<file path="src/rtl/cache_pkg.sv">
package cache_pkg;

    localparam int addr_w      = 14;
    localparam int data_w      = 32;
    localparam int offset_w    = 2;
    localparam int index_w     = 4;
    localparam int tag_w       = 8;
    localparam int num_lines   = 16;
    localparam int mem_words   = 4096;
    localparam int mem_aw      = 12;
    localparam int mem_latency = 3;
    localparam int lat_cnt_w   = $clog2(mem_latency + 1);

    typedef struct packed {
        logic [addr_w-1:0] addr;
        logic [data_w-1:0] wdata;
        logic              wr;
    } cpu_req_t;

    typedef struct packed {
        logic [addr_w-1:0] addr;
        logic [data_w-1:0] wdata;
        logic              wr;
    } mem_req_t;

    typedef struct packed {
        logic              valid;
        logic              dirty;
        logic [tag_w-1:0]  tag;
        logic [data_w-1:0] data;
    } cache_line_t;

    typedef enum logic [1:0] {
        I_IDLE,
        I_COMPARE,
        I_ALLOCATE
    } icache_state_t;

    typedef enum logic [1:0] {
        D_IDLE,
        D_COMPARE,
        D_WRITE_BACK,
        D_ALLOCATE
    } dcache_state_t;

    function automatic logic [index_w-1:0] addr_index(input logic [addr_w-1:0] addr);
        return addr[offset_w+index_w-1:offset_w];
    endfunction

    function automatic logic [tag_w-1:0] addr_tag(input logic [addr_w-1:0] addr);
        return addr[addr_w-1:addr_w-tag_w];
    endfunction

    function automatic logic [mem_aw-1:0] word_addr(input logic [addr_w-1:0] addr);
        return addr[addr_w-1:offset_w];
    endfunction

endpackage

</file>
<file path="src/rtl/icache.sv">
`timescale 1ns/1ns

module icache
    import cache_pkg::*;
(
    input  logic              clk,
    input  logic              rst,
    input  logic              cpu_valid,
    input  cpu_req_t          cpu_req,
    output logic              cpu_ready,
    output logic [data_w-1:0] cpu_rdata,
    output logic              mem_valid,
    output mem_req_t          mem_req,
    input  logic              mem_ready,
    input  logic [data_w-1:0] mem_rdata
);

    icache_state_t     state;
    icache_state_t     next_state;
    cache_line_t       lines [num_lines];
    cache_line_t       cur_line;
    logic [index_w-1:0] index;
    logic [tag_w-1:0]   tag;
    logic               hit;

    assign index    = addr_index(cpu_req.addr);
    assign tag      = addr_tag(cpu_req.addr);
    assign cur_line = lines[index];
    assign hit      = cur_line.valid && (cur_line.tag == tag);

    assign cpu_ready = (state == I_COMPARE) && hit;
    assign cpu_rdata = cur_line.data;

    // Fetch is always a word-aligned read
    assign mem_valid     = (state == I_ALLOCATE);
    assign mem_req.addr  = {cpu_req.addr[addr_w-1:offset_w], {offset_w{1'b0}}};
    assign mem_req.wdata = '0;
    assign mem_req.wr    = 1'b0;

    always_ff @(posedge clk)
    begin
        if (rst)
        begin
            state <= I_IDLE;
        end
        else
        begin
            state <= next_state;
        end
    end

    always_comb
    begin
        next_state = state;
        case (state)
            I_IDLE:
            begin
                if (cpu_valid)
                    next_state = I_COMPARE;
            end
            I_COMPARE:
            begin
                next_state = hit ? I_IDLE : I_ALLOCATE;
            end
            I_ALLOCATE:
            begin
                if (mem_ready)
                    next_state = I_COMPARE;
            end
            default:
            begin
                next_state = I_IDLE;
            end
        endcase
    end

    // The refilled line is answered from COMPARE on the following cycle
    always_ff @(posedge clk)
    begin
        if (rst)
        begin
            for (int i = 0; i < num_lines; i++)
                lines[i] <= '0;
        end
        else if (state == I_ALLOCATE && mem_ready)
        begin
            lines[index].valid <= 1'b1;
            lines[index].dirty <= 1'b0;
            lines[index].tag   <= tag;
            lines[index].data  <= mem_rdata;
        end
    end

endmodule

</file>
<file path="config.mk">
export PLATFORM = sky130hd
export DESIGN_NAME = icache
export DESIGN_NICKNAME = d
export VERILOG_FILES = /design/src/rtl/cache_pkg.sv /design/src/rtl/icache.sv
export SDC_FILE = /design/constraint.sdc
export NUM_CORES = 1
export LEC_CHECK = 0
export ABC_AREA = 0
export BUFFER_PORTS_ARGS = -buffer_cell sky130_fd_sc_hd__buf_2
export CAP_MARGIN = 20
export CORE_MARGIN = 10
export CORE_UTILIZATION = 40
export CTS_BUF_LIST = sky130_fd_sc_hd__clkbuf_4 sky130_fd_sc_hd__clkbuf_8
export DETAILED_ROUTE_END_ITERATION = 8
export SKIP_CTS_REPAIR_TIMING = 1
export SLEW_MARGIN = 20
export SYNTH_ARGS = -nofsm -noshare
export SYNTH_HDL_FRONTEND = slang
export SYNTH_SLANG_ARGS = --single-unit
</file>
<file path="constraint.sdc">
create_clock -name clk -period 6.6 [get_ports clk]
set_input_delay 1.32 -clock clk [delete_from_list [all_inputs] [get_ports clk]]
set_output_delay 1.32 -clock clk [all_outputs]
set_load 0.01 [all_outputs]
</file>
==> summary.txt <==
Maxcap violations: 0
Layout cell share with drive strength beyond 1: 27.3%
TNS Setup: 0 ns
Synth cell types: 45
Fillers: 6512
Status: complete, no violations
WL final: 80700 um
Post-synthesis sequential area ratio: 65.1%
Fin crit period: 5.46 ns
Most common cell after layout, fill and taps aside: edfxtp_1
Clock slew at reported path FFs: 0.06 ns
Hpwl dp: 44300 um
H-Tree Depth: 3
Worst path most repeated cell: mux4_2
Pint: 6.82 mW
Clock skew: 0.0237 ns
GRT Util Overall: 18.7%
Die Wd: 294 um
Initial antenna violation count: 8
Unrepaired setup endpoints after global routing: false
Slew Viols, Final: 0
Via count: 16373
Average wire per standard cell: 26.9 um
DR iter-0 viols: 1502
Worst skew pair latency: 0.71 ns
CTS sink cnt: 658
Post-synth EDFFs: 640
Largest net degree at the start of global routing: 75
Cell Pwr Density: 264 mW/mm^2
Post-route cell area: 0.0337 mm^2
P_sw: 2.07 mW
Power Total: 8.89 mW
CTS tree: built
Slowest CP cell: buf_4
Post-route ant nets: 0
Final period utilization: 82.7%
P&R area growth vs syn: 11.9%
Worst Hold Class: reg -> reg
CP Launch Type: primary input
CTS Root Cell: clkbuf_8
Setup CP Type: in -> out
First-pass GRT wire length: 117000 um
Post-Synthesis Cells: 1857
Most frequently used flop master after synthesis: edfxtp_1
Die Y: 294 um
CP arrival: 4.14 ns
CP top delay family: buffers and inverters
Most frequent cells in the layout: 640 x edfxtp_1, 608 x and2_1, 189 x mux4_2, 115 x clkbuf_8, 89 x buf_2
Cts bufs inserted: 110
Flop pwr share: 53.4%
Max frequency: 183 MHz
Combinational power share: 7.2%
# rows: 100
Mapped cell area: 0.0301 mm^2
Asr flop ratio synth: 0%
Clk pwr share: 39.3%
Worst setup EP type: primary output
Final Hold Fails: 0
CP max FO: 74
Port-buffer cells: 93
Vias in the first global route: 17554
Worst slew pin tran: 1.05 ns
Worst vdd ir: 0.000149 V
Net Sw Frac: 23.3%
Crit-path max cell delay: 0.82 ns
DRC viols: 0
Length of the first detailed-routing pass in iterations: 5
Worst-path cell chain: buf_8 > buf_4 > mux4_2 > mux4_2 > buf_2
# IOs: 164
Yosys warnings: 0
Max-slew headroom: 29.8%
Fin util: 45.2%
Core Area: 0.0744 mm^2
Starting density of the core: 40.4%
Grt total ovfl: 0
Vias per cell: 5.46
Post-DP Area: 0.0315 mm^2
#FFs+latches synth: 658
Mean Syn Cell Area: 16.2 um^2
GP Congestion: 0.749
Leakage: 12.4 nW
Final nets: 2017
Die area: 0.0866 mm^2
WP data required: 5.28 ns
Final setup fails: 0
Maximum buffer depth of the clock tree: 3
Register-to-register setup slack: 3.21 ns
WP buf/inv: 3
-- cell families after synthesis --
group / after synthesis / share of synthesized area, %
buf+inv: 223 / 3.76
other cells: 1 / 0.0125
xor+xnor: 6 / 0.175
compound gates: 48 / 1.14
mux: 219 / 15.6
simple gates: 702 / 14.2
flops: 658 / 65.1
-- synth_stat cells, types with 9 or more instances --
| cell type | count | share of area, % |
|---|---|---|
| edfxtp_1 | 640 | 64 |
| dfxtp_1 | 18 | 1.2 |
| nor3_1 | 31 | 0.52 |
| clkbuf_1 | 129 | 1.6 |
| mux4_2 | 189 | 14 |
| and2_1 | 608 | 13 |
| mux2i_1 | 16 | 0.53 |
| buf_2 | 19 | 0.32 |
| nor4_1 | 10 | 0.21 |
| buf_4 | 54 | 1.3 |
| a21o_1 | 16 | 0.40 |
| nor2_1 | 20 | 0.25 |
| o21ai_0 | 13 | 0.22 |
| nand2_1 | 9 | 0.11 |
-- cell type report --
class                   count  area [um^2]  share of cell area [%]
flip-flops and latches    658        19600                    58.2
multi-input cells        1010         9750                    29.0
inverters                   5         18.8                  0.0557
clock buffers             161         1920                    5.71
diodes                      4         10.0                  0.0297
well taps                 969         1210                    3.60
repair buffers            149          987                    2.93
clock inverters            45          191                   0.569
-- sequential cells by signal, summed over array words and instances (netlist names) --
| register | cells |
|---|---|
| state | 2 |
| lines | 656 |
-- worst paths after layout --
kind	cells past startpoint	from	to
max reg2reg	6	state[1]$_SDFFE_PP0P_	lines[0][30]$_DFFE_PP_
min	1	lines[9][40]$_SDFFE_PP1P_	lines[9][40]$_SDFFE_PP1P_
max	5	cpu_req[35]	cpu_rdata[23]
min reg2reg	1	lines[9][40]$_SDFFE_PP1P_	lines[9][40]$_SDFFE_PP1P_
-- per-stage QoR --
stage / setup slack [ns] / hold WS, ns / std cells
2_1_floorplan: 0.846 / 0.425 / 1891
4_1_cts: 1.02 / 0.455 / 2997
6_report: 1.14 / 0.455 / 3001
3_5_place_dp: 1.04 / 0.441 / 2791
5_1_grt: 0.893 / 0.464 / 2998
3_3_place_gp: 1.04 / 0.431 / 2789
-- power groups by stage --
| stage | Sequential, mW | Clock [mW] | Combinational, mW |
|---|---|---|---|
| 3_3_place_gp | 4.82 | 0 | 0.643 |
| 5_1_grt | 4.76 | 3.75 | 0.686 |
| 2_1_floorplan | 4.83 | 0 | 0.417 |
| 3_5_place_dp | 4.84 | 0 | 0.652 |
| 4_1_cts | 4.75 | 3.56 | 0.653 |
| 6_report | 4.75 | 3.50 | 0.644 |
-- per-layer routing --
metal	GRT usage (%)	wire, um	vias up
li1	-	-	7001
met1	23.7	32900	8657
met2	31.8	40700	543
met3	3.48	4780	166
met4	6.48	2280	6
met5	0	41	-
No activity file was read; power rests on OpenSTA's default activity.
