**src/rtl/cache_pkg.sv**
```systemverilog
package cache_pkg;

    localparam int addr_w      = 14;
    localparam int data_w      = 32;
    localparam int offset_w    = 2;
    localparam int index_w     = 4;
    localparam int tag_w       = 8;
    localparam int num_lines   = 16;
    localparam int mem_words   = 4096;
    localparam int mem_aw      = 12;
    localparam int mem_latency = 3;
    localparam int lat_cnt_w   = $clog2(mem_latency + 1);

    typedef struct packed {
        logic [addr_w-1:0] addr;
        logic [data_w-1:0] wdata;
        logic              wr;
    } cpu_req_t;

    typedef struct packed {
        logic [addr_w-1:0] addr;
        logic [data_w-1:0] wdata;
        logic              wr;
    } mem_req_t;

    typedef struct packed {
        logic              valid;
        logic              dirty;
        logic [tag_w-1:0]  tag;
        logic [data_w-1:0] data;
    } cache_line_t;

    typedef enum logic [1:0] {
        I_IDLE,
        I_COMPARE,
        I_ALLOCATE
    } icache_state_t;

    typedef enum logic [1:0] {
        D_IDLE,
        D_COMPARE,
        D_WRITE_BACK,
        D_ALLOCATE
    } dcache_state_t;

    function automatic logic [index_w-1:0] addr_index(input logic [addr_w-1:0] addr);
        return addr[offset_w+index_w-1:offset_w];
    endfunction

    function automatic logic [tag_w-1:0] addr_tag(input logic [addr_w-1:0] addr);
        return addr[addr_w-1:addr_w-tag_w];
    endfunction

    function automatic logic [mem_aw-1:0] word_addr(input logic [addr_w-1:0] addr);
        return addr[addr_w-1:offset_w];
    endfunction

endpackage

```
**src/rtl/dcache.sv**
```systemverilog
`timescale 1ns/1ns

module dcache
    import cache_pkg::*;
(
    input  logic              clk,
    input  logic              rst,
    input  logic              cpu_valid,
    input  cpu_req_t          cpu_req,
    output logic              cpu_ready,
    output logic [data_w-1:0] cpu_rdata,
    output logic              mem_valid,
    output mem_req_t          mem_req,
    input  logic              mem_ready,
    input  logic [data_w-1:0] mem_rdata
);

    dcache_state_t      state;
    dcache_state_t      next_state;
    cache_line_t        lines [num_lines];
    cache_line_t        cur_line;
    logic [index_w-1:0] index;
    logic [tag_w-1:0]   tag;
    logic               hit;

    assign index    = addr_index(cpu_req.addr);
    assign tag      = addr_tag(cpu_req.addr);
    assign cur_line = lines[index];
    assign hit      = cur_line.valid && (cur_line.tag == tag);

    assign cpu_ready = (state == D_COMPARE) && hit;
    assign cpu_rdata = cur_line.data;

    assign mem_valid = (state == D_WRITE_BACK) || (state == D_ALLOCATE);

    always_comb
    begin
        if (state == D_WRITE_BACK)
        begin
            // Victim address is rebuilt from the stored tag and the index
            mem_req.addr  = {cur_line.tag, index, {offset_w{1'b0}}};
            mem_req.wdata = cur_line.data;
            mem_req.wr    = 1'b1;
        end
        else
        begin
            mem_req.addr  = {cpu_req.addr[addr_w-1:offset_w], {offset_w{1'b0}}};
            mem_req.wdata = '0;
            mem_req.wr    = 1'b0;
        end
    end

    always_ff @(posedge clk)
    begin
        if (rst)
        begin
            state <= D_IDLE;
        end
        else
        begin
            state <= next_state;
        end
    end

    always_comb
    begin
        next_state = state;
        case (state)
            D_IDLE:
            begin
                if (cpu_valid)
                    next_state = D_COMPARE;
            end
            D_COMPARE:
            begin
                if (hit)
                    next_state = D_IDLE;
                else if (cur_line.valid && cur_line.dirty)
                    next_state = D_WRITE_BACK;
                else
                    next_state = D_ALLOCATE;
            end
            D_WRITE_BACK:
            begin
                if (mem_ready)
                    next_state = D_ALLOCATE;
            end
            D_ALLOCATE:
            begin
                if (mem_ready)
                    next_state = D_COMPARE;
            end
            default:
            begin
                next_state = D_IDLE;
            end
        endcase
    end

    // A write miss refills first and then completes as a write hit
    always_ff @(posedge clk)
    begin
        if (rst)
        begin
            for (int i = 0; i < num_lines; i++)
                lines[i] <= '0;
        end
        else if (state == D_COMPARE && hit && cpu_req.wr)
        begin
            lines[index].data  <= cpu_req.wdata;
            lines[index].dirty <= 1'b1;
        end
        else if (state == D_ALLOCATE && mem_ready)
        begin
            lines[index].valid <= 1'b1;
            lines[index].dirty <= 1'b0;
            lines[index].tag   <= tag;
            lines[index].data  <= mem_rdata;
        end
    end

endmodule

```
**config.mk**
```make
export PLATFORM = sky130hd
export DESIGN_NAME = dcache
export DESIGN_NICKNAME = d
export VERILOG_FILES = /design/src/rtl/cache_pkg.sv /design/src/rtl/dcache.sv
export SDC_FILE = /design/constraint.sdc
export NUM_CORES = 1
export LEC_CHECK = 0
export BUFFER_PORTS_ARGS = -buffer_cell sky130_fd_sc_hd__buf_2
export CAP_MARGIN = 5
export CORE_MARGIN = 8
export CORE_UTILIZATION = 31
export DETAILED_ROUTE_END_ITERATION = 6
export PLACE_DENSITY_LB_ADDON = 0.25
export RECOVER_POWER = 100
export SYNTH_ARGS = -nofsm -noshare
export SYNTH_HDL_FRONTEND = slang
export SYNTH_SLANG_ARGS = --single-unit
```
**constraint.sdc**
```tcl
create_clock -name clk -period 7.6 [get_ports clk]
set_input_delay 0.76 -clock clk [delete_from_list [all_inputs] [get_ports clk]]
set_output_delay 0.76 -clock clk [all_outputs]
set_load 0.005 [all_outputs]
```
==> impl_metrics.yaml <==
global_route:
  grt_pass1_vias: 22600
  grt-ovfl-total: 0
  grt_pass1_wl_um: 160000
  track_usage_pct: 17.7
  antenna_found_initial: 4
  grt_max_degree: 193
clock_network:
  cts-root-buf: "clkbuf_16"
  cts_buffers: 78
  ctsHoldBuffers: 0
  clock-sinks: 674
  clk_pin_slew_ns: 0.06
  cts_setup_buffers: 0
  insertion_delay_ns: 0.66
  cts_buffer_depth: 3
  htreeDepth: 3
  cts_tree: "yes"
  cts_resized: 0
synth:
  synth-main-ff-cell: "edfxtp_1"
  yosysUniqueCellTypes: 57
  syn-cell-area_um2: 34700
  syn_inst: 2256
  yosys-top-cells-area: "edfxtp_1 (57%), mux4_2 (13%), a211oi_2 (9.6%)"
  syn_area_per_cell_um2: 15.4
  synth-seq-cells: 674
  synth_edf_count: 656
  seq_area_frac_synth_pct: 57.8
  yosys_warnings: 0
  post-synth-top-area-cell: "edfxtp_1"
  synth_top_cell_area_share_pct: 56.8
  async_reset_ff_share_pct: 0
floorplanning:
  rows: 122
  fp.dieH_um: 351
  pin_count: 164
  fp.dieW_um: 351
  core_area_um2: 111000
  initial_core_util_pct: 31.3
  die_area_um2: 123000
timing:
  slew_headroom_pct: -81.1
  tns_ns: 0
  layout_setup_ws_ns: 1.17
  final-setup-viol-count: 0
  fin_crit_sh_pct: 84.6
  fin_crit_ns: 6.43
  final.setup_skew_ns: 0.0609
  grt_setup_unrepaired: "no"
  max_slew.worst_pin.slew_ns: 2.72
  drv_slew: 657
  max_freq_mhz: 156
  hold_viol_final: 0
finish:
  layout_commonest_cell: "edfxtp_1"
  fin_nets: 2370
  final_cell_mix: "edfxtp_1 (656), a211oi_1 (507), mux4_2 (196)"
  area_delta_synth_final_pct: 8.74
  drive_above_1_share_pct: 24.1
  fill_cells: 10900
  stdcell_count: 3840
critical_path:
  critPathArrivalTime_ns: 6.75
  crit_buf_inv: 2
  critical_path_required_ns: 7.92
  crit_fanout: 37
  path_class: "in2reg"
  cpMaxStageDelayCell: "o21bai_1"
  max_stage_delay_ns: 2.07
  cp_common_cell: "mux2i_1"
  endpoint_kind: "register"
  path_cells: "buf_4, mux4_2, mux2i_1, mux2i_1, nand4_1, or4b_4, o41a_1, o21bai_1, buf_12"
  critPathLaunchType: "input port"
  path_delay_family: "compound AO/OA/AOI/OAI gates"
flow_run:
  drv_cap: 25
place:
  place_inst: 3691
  dp_slack_ns: 1.21
  placement.io_buffers: 159
  gp_congestion: 0.791
  place_hpwl_um: 62400
route:
  first_iter_violations: 2019
  first_pass_iters: 6
  wl_per_cell_um: 29.0
  viasPerCell: 5.78
  drc: 0
  wl_um: 111000
  ant_nets: 0
  num_vias: 22200
run_status:
  violations: "capacitance limit, slew limit"
  status: "complete, but fails checks"
pwr:
  powerDensity_nw_per_um2: 230
  ir_worst_vdd_uv: 154
  p_leak_nw: 11.8
hold_path:
  hp-class: "reg2reg"
## registers in the layout, summed over array words and instances (netlist names)
name and count:
state 2, lines 672
## cells by family (layout without fill, tap and decap cells)
logic type / after synthesis / in the layout / share of synthesized area (%)
xor+xnor: 3 / 3 / 0.0757
fa+ha+maj: 4 / 4 / 0.144
simple gates: 361 / 361 / 4.68
other cells: 1 / 6 / 0.0108
mux: 230 / 230 / 13.7
flops: 674 / 674 / 57.8
compound gates: 656 / 656 / 18.8
buf+inv: 327 / 418 / 4.73
## metrics by stage
stage / util [%] / total power [mW] / hold WS [ns] / cell area, um2
after floorplan: - / 4.79 / 0.431 / 34700
after global placement: 33.3 / 5.11 / 0.445 / 36900
after detailed placement: 33.3 / 5.13 / 0.448 / 36900
after CTS: 35.5 / 8.78 / 0.457 / 39400
after global routing: 34.1 / 8.93 / 0.477 / 37700
final: 34.1 / 8.68 / 0.458 / 37700
## where the power goes
| group | internal, mW | switching (mW) |
|---|---|---|
| registers | 4.19 | 0.0316 |
| clock network | 2.07 | 1.59 |
| logic | 0.262 | 0.531 |
| total | 6.53 | 2.15 |
## Yosys cell counts (all sizes together) (12+ instances only)
library cell	number
a211oi	514
a31o	16
and2	37
buf	164
clkbuf	141
dfxtp	18
edfxtp	656
inv	22
mux2	12
mux2i	22
mux4	196
nand2	126
nor2	110
nor3	50
o211ai	32
o21bai	16
o31a	32
o32ai	16
## cell type report
| cell class | instances | area, um2 | share of cell area [%] |
|---|---|---|---|
| Timing Repair Buffer | 251 | 1470 | 3.90 |
| Antenna cell | 4 | 10.0 | 0.0265 |
| Multi-Input combinational cell | 1256 | 11800 | 31.2 |
| Tap cell | 1488 | 1860 | 4.93 |
| Clock inverter | 45 | 388 | 1.03 |
| Inverter | 22 | 82.6 | 0.219 |
| Clock buffer | 100 | 2100 | 5.55 |
| Sequential cell | 674 | 20100 | 53.1 |
## routing by layer
layer	up-vias	global-route usage, %	wire length (um)
li1	9358	-	-
met1	11700	22.6	44500
met2	918	30.0	54500
met3	221	2.76	7800
met4	2	6.79	4440
met5	-	0	13
## path summary, 6_finish.rpt
check	from	endpoint	slack, ns	cells after the start
worst min-delay path	lines[14][41]	lines[14][41]	0.46	2
worst max-delay path	cpu_req[37]	lines[4][1]	1.17	9
worst min register to register	lines[14][41]	lines[14][41]	0.46	2
worst max register to register	lines[6][37]	lines[4][1]	1.68	8
## worst reg2reg max path, cell delays in order, from the launching register on
cell	delay (ns)
edfxtp_1	0.39
mux4_2	0.45
mux2i_1	0.29
mux2i_1	0.33
nand4_1	0.18
or4b_4	0.82
o41a_1	0.76
o21bai_1	2.09
buf_12	0.30
Note: power is estimated with default switching activity, not from simulation.
