`src/rtl/cache_pkg.sv`:
```
package cache_pkg;

    localparam int addr_w      = 14;
    localparam int data_w      = 32;
    localparam int offset_w    = 2;
    localparam int index_w     = 4;
    localparam int tag_w       = 8;
    localparam int num_lines   = 16;
    localparam int mem_words   = 4096;
    localparam int mem_aw      = 12;
    localparam int mem_latency = 3;
    localparam int lat_cnt_w   = $clog2(mem_latency + 1);

    typedef struct packed {
        logic [addr_w-1:0] addr;
        logic [data_w-1:0] wdata;
        logic              wr;
    } cpu_req_t;

    typedef struct packed {
        logic [addr_w-1:0] addr;
        logic [data_w-1:0] wdata;
        logic              wr;
    } mem_req_t;

    typedef struct packed {
        logic              valid;
        logic              dirty;
        logic [tag_w-1:0]  tag;
        logic [data_w-1:0] data;
    } cache_line_t;

    typedef enum logic [1:0] {
        I_IDLE,
        I_COMPARE,
        I_ALLOCATE
    } icache_state_t;

    typedef enum logic [1:0] {
        D_IDLE,
        D_COMPARE,
        D_WRITE_BACK,
        D_ALLOCATE
    } dcache_state_t;

    function automatic logic [index_w-1:0] addr_index(input logic [addr_w-1:0] addr);
        return addr[offset_w+index_w-1:offset_w];
    endfunction

    function automatic logic [tag_w-1:0] addr_tag(input logic [addr_w-1:0] addr);
        return addr[addr_w-1:addr_w-tag_w];
    endfunction

    function automatic logic [mem_aw-1:0] word_addr(input logic [addr_w-1:0] addr);
        return addr[addr_w-1:offset_w];
    endfunction

endpackage

```
`src/rtl/mem_arbiter.sv`:
```
`timescale 1ns/1ns

module mem_arbiter
    import cache_pkg::*;
(
    input  logic              clk,
    input  logic              rst,
    input  logic              i_valid,
    input  mem_req_t          i_req,
    output logic              i_ready,
    input  logic              d_valid,
    input  mem_req_t          d_req,
    output logic              d_ready,
    output logic [data_w-1:0] rdata_out,
    output logic              mem_valid,
    output mem_req_t          mem_req,
    input  logic              mem_ready,
    input  logic [data_w-1:0] mem_rdata
);

    logic busy;
    logic owner_d;
    logic last_d;
    logic pick_d;
    logic sel_d;

    // On a tie the cache not served last wins
    assign pick_d = d_valid && (!i_valid || !last_d);
    assign sel_d  = busy ? owner_d : pick_d;

    assign mem_valid = sel_d ? d_valid : i_valid;
    assign mem_req   = sel_d ? d_req : i_req;
    assign i_ready   = mem_ready && !sel_d;
    assign d_ready   = mem_ready && sel_d;
    assign rdata_out = mem_rdata;

    always_ff @(posedge clk)
    begin
        if (rst)
        begin
            busy    <= 1'b0;
            owner_d <= 1'b0;
            last_d  <= 1'b1;
        end
        else if (mem_ready)
        begin
            busy   <= 1'b0;
            last_d <= sel_d;
        end
        else if (!busy && (i_valid || d_valid))
        begin
            busy    <= 1'b1;
            owner_d <= pick_d;
        end
    end

endmodule

```
`config.mk`:
```
export PLATFORM = sky130hd
export DESIGN_NAME = mem_arbiter
export DESIGN_NICKNAME = d
export VERILOG_FILES = /design/src/rtl/cache_pkg.sv /design/src/rtl/mem_arbiter.sv
export SDC_FILE = /design/constraint.sdc
export NUM_CORES = 1
export LEC_CHECK = 0
export ABC_CLOCK_PERIOD_IN_PS = 3750
export BUFFER_PORTS_ARGS = -buffer_cell sky130_fd_sc_hd__buf_4
export CAP_MARGIN = 10
export CORE_AREA = 2 2 82 84
export CTS_CLUSTER_DIAMETER = 60
export CTS_CLUSTER_SIZE = 8
export DETAILED_ROUTE_END_ITERATION = 12
export DIE_AREA = 0 0 84 86
export HOLD_SLACK_MARGIN = 0.06
export PLACE_DENSITY = 0.58
export SLEW_MARGIN = 20
export SYNTH_ARGS = -nofsm -noshare
export SYNTH_HDL_FRONTEND = slang
export SYNTH_SLANG_ARGS = --single-unit
```
`constraint.sdc`:
```
create_clock -name clk -period 3.75 [get_ports clk]
set_input_delay 0.5625 -clock clk [delete_from_list [all_inputs] [get_ports clk]]
set_output_delay 0.5625 -clock clk [all_outputs]
set_load 0.005 [all_outputs]
```
==> flow_summary.toml, run 1 <==
[grt]
grt_overflow = 0
grt_max_degree = 30
grt_usage_pct = 8.850
grt_pass1_wl_mm = 5.313
antenna_found_initial = 0
grt_pass1_vias = 1134

[floorplanning]
design.core.area_sq_um = 6277
die_h_um = 86
initial_utilization_pct = 18.76
num_rows = 29
ios = 213
fp.dieW_um = 84
die_area_sq_um = 7224

[clock_tree]
hold_buffers = 0
cts_resized = 0
cts_tree = "built"
h-tree-depth = 1
cts-root-buf = "clkbuf_8"
cts_setup_buffers = 0
path_clk_slew_ps = 30
cts_buffers = 3
cts.sinks = 3
clockBufferDepth = 2
clock_latency_ps = 220

[power]
ir_drop_mv = 0.1905
p_per_area_nw_per_um2 = 197.4
leakagePower_nw = 1.218

[drt]
ant_nets = 0
drc = 0
drt_iter0_drc = 24
vias_per_cell = 3.939
wl_mm = 3.715
wl_per_cell_um = 12.51
first_pass_iters = 2
vias = 1170

[setup_path]
cp_num_buf_inv = 3
critPathKind = "input pin to output port"
reg2reg_slack_ps = 2320
crit_required_ps = 3190
crit_family = "buffers and inverters"
crit_chain = "buf_4 > a21boi_2 > mux2i_4 > buf_4 > mux2_4 > buf_4"
cp-start-kind = "input pin"
slowest_stage = "buf_4"
cp.arrival_ps = 1960
cp_common_cell = "buf_4"
cp_max_fo = 29
cpPeakStageDelay_ps = 450
crit_path_end_kind = "output port"

[synth]
ys_seq_elements = 3
seq_area_frac_synth_pct = 5.101
yosys_warnings = 0
syn_nets = 234
syn-instance-count = 103
synth_cell_types = 16
syn-cell-area_sq_um = 1177
syn_area_per_cell_sq_um = 11.43

[cells_and_area]
areaGrowthSynthToFinish_pct = 82.47
n_antenna_cell = 0
num-fill-cells = 651
nNetsFinal = 352
drive_gt1_share_pct = 91.82

[timing]
rsz0062_at_grt = "false"
skew_ps = 4.417
setup_viol = 0
hold_ws_ps = 541.4
maxSlewHeadroom_pct = 66.20
tightest_slew_ps = 507.0
maxSlewViolCount = 0
fin_crit_ps = 2518
finalHoldViolations = 0
timing.fmax_mhz = 397.2
finalCritPeriodShare_pct = 67.13
fin_tns_setup_ps = 0

[flow_run]
max_cap_violations = 0

[worst_hold_path]
hold_path.class = "input pin to flip-flop"

[outcome]
outcome = "finished, final reports clean"

[placement]
post-dp-hpwl_mm = 3.135
port_buffers = 148
place.gp.congestion = 0.6733
final cells by class:
class	instances	area, sq um	share of cell area [%]
Tap cell	77	96.34	4.485
Multi-Input combinational cell	62	817.0	38.03
Clock buffer	4	45.04	2.097
Inverter	1	3.754	0.1747
Sequential cell	3	60.06	2.796
Timing Repair Buffer	150	1126	52.42
cell families after synthesis:
logic type	Yosys count	share of synthesized area [%]
flip-flops	3	5.101
multiplexers	49	62.70
AND/OR/NAND/NOR	8	3.614
AO/OA/AOI/OAI	5	3.082
buffers and inverters	38	25.50
cells in the final DEF, fill, tap and decap left out, types with 2 or more instances in the layout:
master / instances
nor3_1: 3
a21oi_1: 2
nor2_1: 2
dfxtp_1: 3
buf_4: 150
mux2_4: 47
clkbuf_8: 3
Yosys cell counts:
| library cell | instances | area [sq um] |
|---|---|---|
| or2b_1 | 1 | 7.510 |
| a21oi_1 | 2 | 10.01 |
| a21boi_2 | 1 | 11.26 |
| mux2i_1 | 1 | 10.01 |
| mux2_4 | 47 | 705.7 |
| mux2i_4 | 1 | 22.52 |
| inv_1 | 1 | 3.750 |
| a31oi_1 | 1 | 6.260 |
| and2_1 | 1 | 6.260 |
| buf_4 | 32 | 240.2 |
| buf_6 | 5 | 56.30 |
| dfxtp_1 | 3 | 60.06 |
| a311oi_1 | 1 | 8.760 |
| nor3_1 | 3 | 15.01 |
| nor2_1 | 2 | 7.510 |
| nor2b_1 | 1 | 6.260 |
flip-flops by register name, indices dropped and copies added, names as in the netlist:
signal and cells:
owner_d 1, busy 1, last_d 1
power by group:
group | internal, W | switching (W)
combinational | 0.000209 | 0.0000830
clock | 0.0000726 | 0.0000226
sequential | 0.0000344 | 0.00000295
layer usage:
| metal | routed length (um) | up-vias | GRT usage (%) |
|---|---|---|---|
| li1 | - | 566 | - |
| met1 | 1372 | 512 | 10.38 |
| met2 | 1840 | 90 | 15.27 |
| met3 | 495 | 2 | 3.850 |
| met4 | 6 | 0 | 1.466 |
| met5 | 0 | - | 0 |
metrics by stage:
step                      setup slack, ps  cells  total power (W)  cell area, sq um  utilization [%]
after CTS                            1217    297        0.0004314              2148            34.22
after detailed placement             1218    293        0.0003329              2103            33.51
after global placement               1242    293        0.0003303              2103            33.51
after floorplan                      1723    103        0.0002010              1177                -
final                                1232    297        0.0004241              2148            34.22
after global routing                 1159    297        0.0004526              2148            34.22
path summary, 6_finish.rpt:
kind | to | start | depth (start not counted)
max | mem_req[26] | d_valid | 6
min | busy$_SDFFE_PP0P_ | rst | 2
max reg2reg | last_d$_SDFFE_PP1P_ | busy$_SDFFE_PP0P_ | 3
min reg2reg | last_d$_SDFFE_PP1P_ | last_d$_SDFFE_PP1P_ | 2
Power figures use the tool's default switching activity.
==> inputs of run 2 (changes only) <==
--- a/config.mk
+++ b/config.mk
@@ -5,7 +5,8 @@
 export SDC_FILE = /design/constraint.sdc
 export NUM_CORES = 1
 export LEC_CHECK = 0
-export ABC_CLOCK_PERIOD_IN_PS = 3750
+export ABC_AREA = 1
+export ABC_CLOCK_PERIOD_IN_PS = 2300
 export BUFFER_PORTS_ARGS = -buffer_cell sky130_fd_sc_hd__buf_4
 export CAP_MARGIN = 10
 export CORE_AREA = 2 2 82 84
@@ -14,7 +15,7 @@
 export DETAILED_ROUTE_END_ITERATION = 12
 export DIE_AREA = 0 0 84 86
 export HOLD_SLACK_MARGIN = 0.06
-export PLACE_DENSITY = 0.58
+export PLACE_DENSITY = 0.6
 export SLEW_MARGIN = 20
 export SYNTH_ARGS = -nofsm -noshare
 export SYNTH_HDL_FRONTEND = slang
==> constraint.sdc (replaced) <==
create_clock -name clk -period 2.3 [get_ports clk]
set_input_delay 0.345 -clock clk [delete_from_list [all_inputs] [get_ports clk]]
set_output_delay 0.345 -clock clk [all_outputs]
set_load 0.005 [all_outputs]
==> run 2 against run 1 <==
Combinational power increased by 56%. Core utilization decreased by 0.52 points. Register-to-register slack got worse by 1000 ps. Setup slack got worse by 630 ps. Critical path depth unchanged. Final cell count increased by 36%. Critical path type is now flip-flop to output port. Largest power group unchanged.
==> flow_summary.toml, run 2 <==
[drt]
wl_per_cell_um = 10.91
wl_mm = 4.398
drt_iter0_drc = 58
drc = 0
vias_per_cell = 4.238
first_pass_iters = 4
ant_nets = 0
vias = 1708

[clock_tree]
hold_buffers = 0
cts.sinks = 3
cts_setup_buffers = 0
cts_buffers = 3
cts-root-buf = "clkbuf_8"
path_clk_slew_ps = 30
cts_resized = 0
clockBufferDepth = 2
cts_tree = "built"
h-tree-depth = 1
clock_latency_ps = 220

[cells_and_area]
n_antenna_cell = 0
drive_gt1_share_pct = 52.15
layout_commonest_cell = "buf_4"
final_cells = 403
areaGrowthSynthToFinish_pct = 82.02
layout_common_cells = "152 x buf_4, 102 x nand2_1, 39 x nand3_1, 11 x nand3_2, 5 x inv_1"
nNetsFinal = 458
top_regs = "busy x1, last_d x1, owner_d x1"
num-fill-cells = 690

[synth]
syn-instance-count = 216
synth.top_cell.area_share_pct = 32.94
synth_cell_types = 16
syn-cell-area_sq_um = 1162
synth_commonest_cells = "102 x nand2_1, 39 x nand3_1, 35 x buf_4"
yosys_most_used_dff = "dfxtp_1"
ys_seq_elements = 3
yosys_warnings = 0
yosysTopAreaCell = "nand2_1"
synthMostInstantiatedCell = "nand2_1"
syn_area_per_cell_sq_um = 5.381
synthArstFlopShare_pct = 0
synth_edf_count = 0
synth.area.top_cells = "nand2_1 33%, buf_4 23%, nand3_1 17%"
syn_nets = 347
seq_area_frac_synth_pct = 5.167

[floorplanning]
die_h_um = 86
ios = 213
initial_utilization_pct = 18.52
num_rows = 29
fp.dieW_um = 84
design.core.area_sq_um = 6277
die_area_sq_um = 7224

[worst_hold_path]
hold_path_startpoint = "rst"
hold_path.class = "input pin to flip-flop"

[timing]
rsz0062_at_grt = "false"
maxSlewViolCount = 0
timing.fmax_mhz = 590.5
setup_ws_ps = 606.5
finalHoldViolations = 0
skew_ps = 2.637
fin_tns_setup_ps = 0
fin_crit_ps = 1694
finalCritPeriodShare_pct = 73.63
maxSlewHeadroom_pct = 80.37
tightest_slew_ps = 294.5
setup_viol = 0

[setup_path]
cp_max_fo = 23
critPathKind = "flip-flop to output port"
cpPeakStageDelay_ps = 370
cp_num_buf_inv = 3
slowest_stage = "dfxtp_1"
crit_required_ps = 1960
cp-start-kind = "flip-flop"
crit_family = "buffers and inverters"
cp.arrival_ps = 1350
crit_chain = "inv_2 > nand3_2 > buf_4 > nand3_1 > nand2_1 > buf_4"
startpoint = "busy$_SDFFE_PP0P_"
crit_path_end_kind = "output port"
cp_common_cell = "buf_4"
reg2reg_from = "busy$_SDFFE_PP0P_"

[power]
p_per_area_nw_per_um2 = 316.1
ir_drop_mv = 0.3567
leakagePower_nw = 1.294

[grt]
grt_max_degree = 51
grt_pass1_wl_mm = 7.031
grt_pass1_vias = 1638
grt_usage_pct = 11.40
antenna_found_initial = 0
grt_overflow = 0

[outcome]
outcome = "finished, final reports clean"

[placement]
post-place-ws_ps = 719.7
post-dp-hpwl_mm = 3.544
port_buffers = 148
placed_cells = 399
place.gp.congestion = 0.7424

[flow_run]
max_cap_violations = 0
[run 2: area by class of cell]
cell class / instances / area (sq um) / area share, %
repair buffers: 153 / 1161 / 54.88
inverters: 6 / 22.52 / 1.064
flip-flops and latches: 3 / 60.06 / 2.839
multi-input cells: 160 / 730.7 / 34.54
clock buffers: 4 / 45.04 / 2.129
well taps: 77 / 96.34 / 4.554
[run 2: worst reg2reg max path, cell delays in order (launching register included)]
cell and delay, ps:
dfxtp_1 370, inv_2 70, nand3_2 90, nand2_2 70, buf_12 190, nand2_1 100, nand2_1 40
[run 2: cells by family after synthesis]
logic type | after synthesis | share of synthesized area, %
AND/OR/NAND/NOR | 158 | 61.79
buffers and inverters | 53 | 31.97
flip-flops | 3 | 5.167
AO/OA/AOI/OAI | 2 | 1.076
[run 2: path summary, 6_finish.rpt]
kind	end	slack, ps	cells past startpoint
setup / recovery	mem_req[46]	610	6
hold / removal	last_d$_SDFFE_PP1P_	330	3
setup reg to reg	last_d$_SDFFE_PP1P_	1270	6
hold reg to reg	last_d$_SDFFE_PP1P_	460	2
[run 2: routing by layer]
metal / share of wire, % / routed length (um) / GRT usage [%]
met1: 34 / 1478 / 10.83
met2: 54 / 2374 / 23.27
met3: 11 / 472 / 3.465
met4: 1.7 / 74 / 3.372
met5: 0 / 0 / 0
[run 2: metrics by stage]
stage	total power (W)	util [%]	hold WS (ps)	cell area, sq um
final	0.0006688	33.71	333.8	2116
after global routing	0.0007271	33.71	343.1	2116
after CTS	0.0006814	33.71	328.5	2116
after detailed placement	0.0005175	32.99	458.9	2071
after global placement	0.0005166	32.99	471.3	2071
after floorplan	0.0002743	-	433.4	1162
[run 2: report_power, final]
part           total [W]  leakage [nW]  switching (W)  internal (W)
logic           0.000453          1.25       0.000177      0.000276
clock network   0.000158        0.0228      0.0000392      0.000119
registers      0.0000583        0.0248     0.00000236     0.0000559
total           0.000669          1.29       0.000219      0.000450
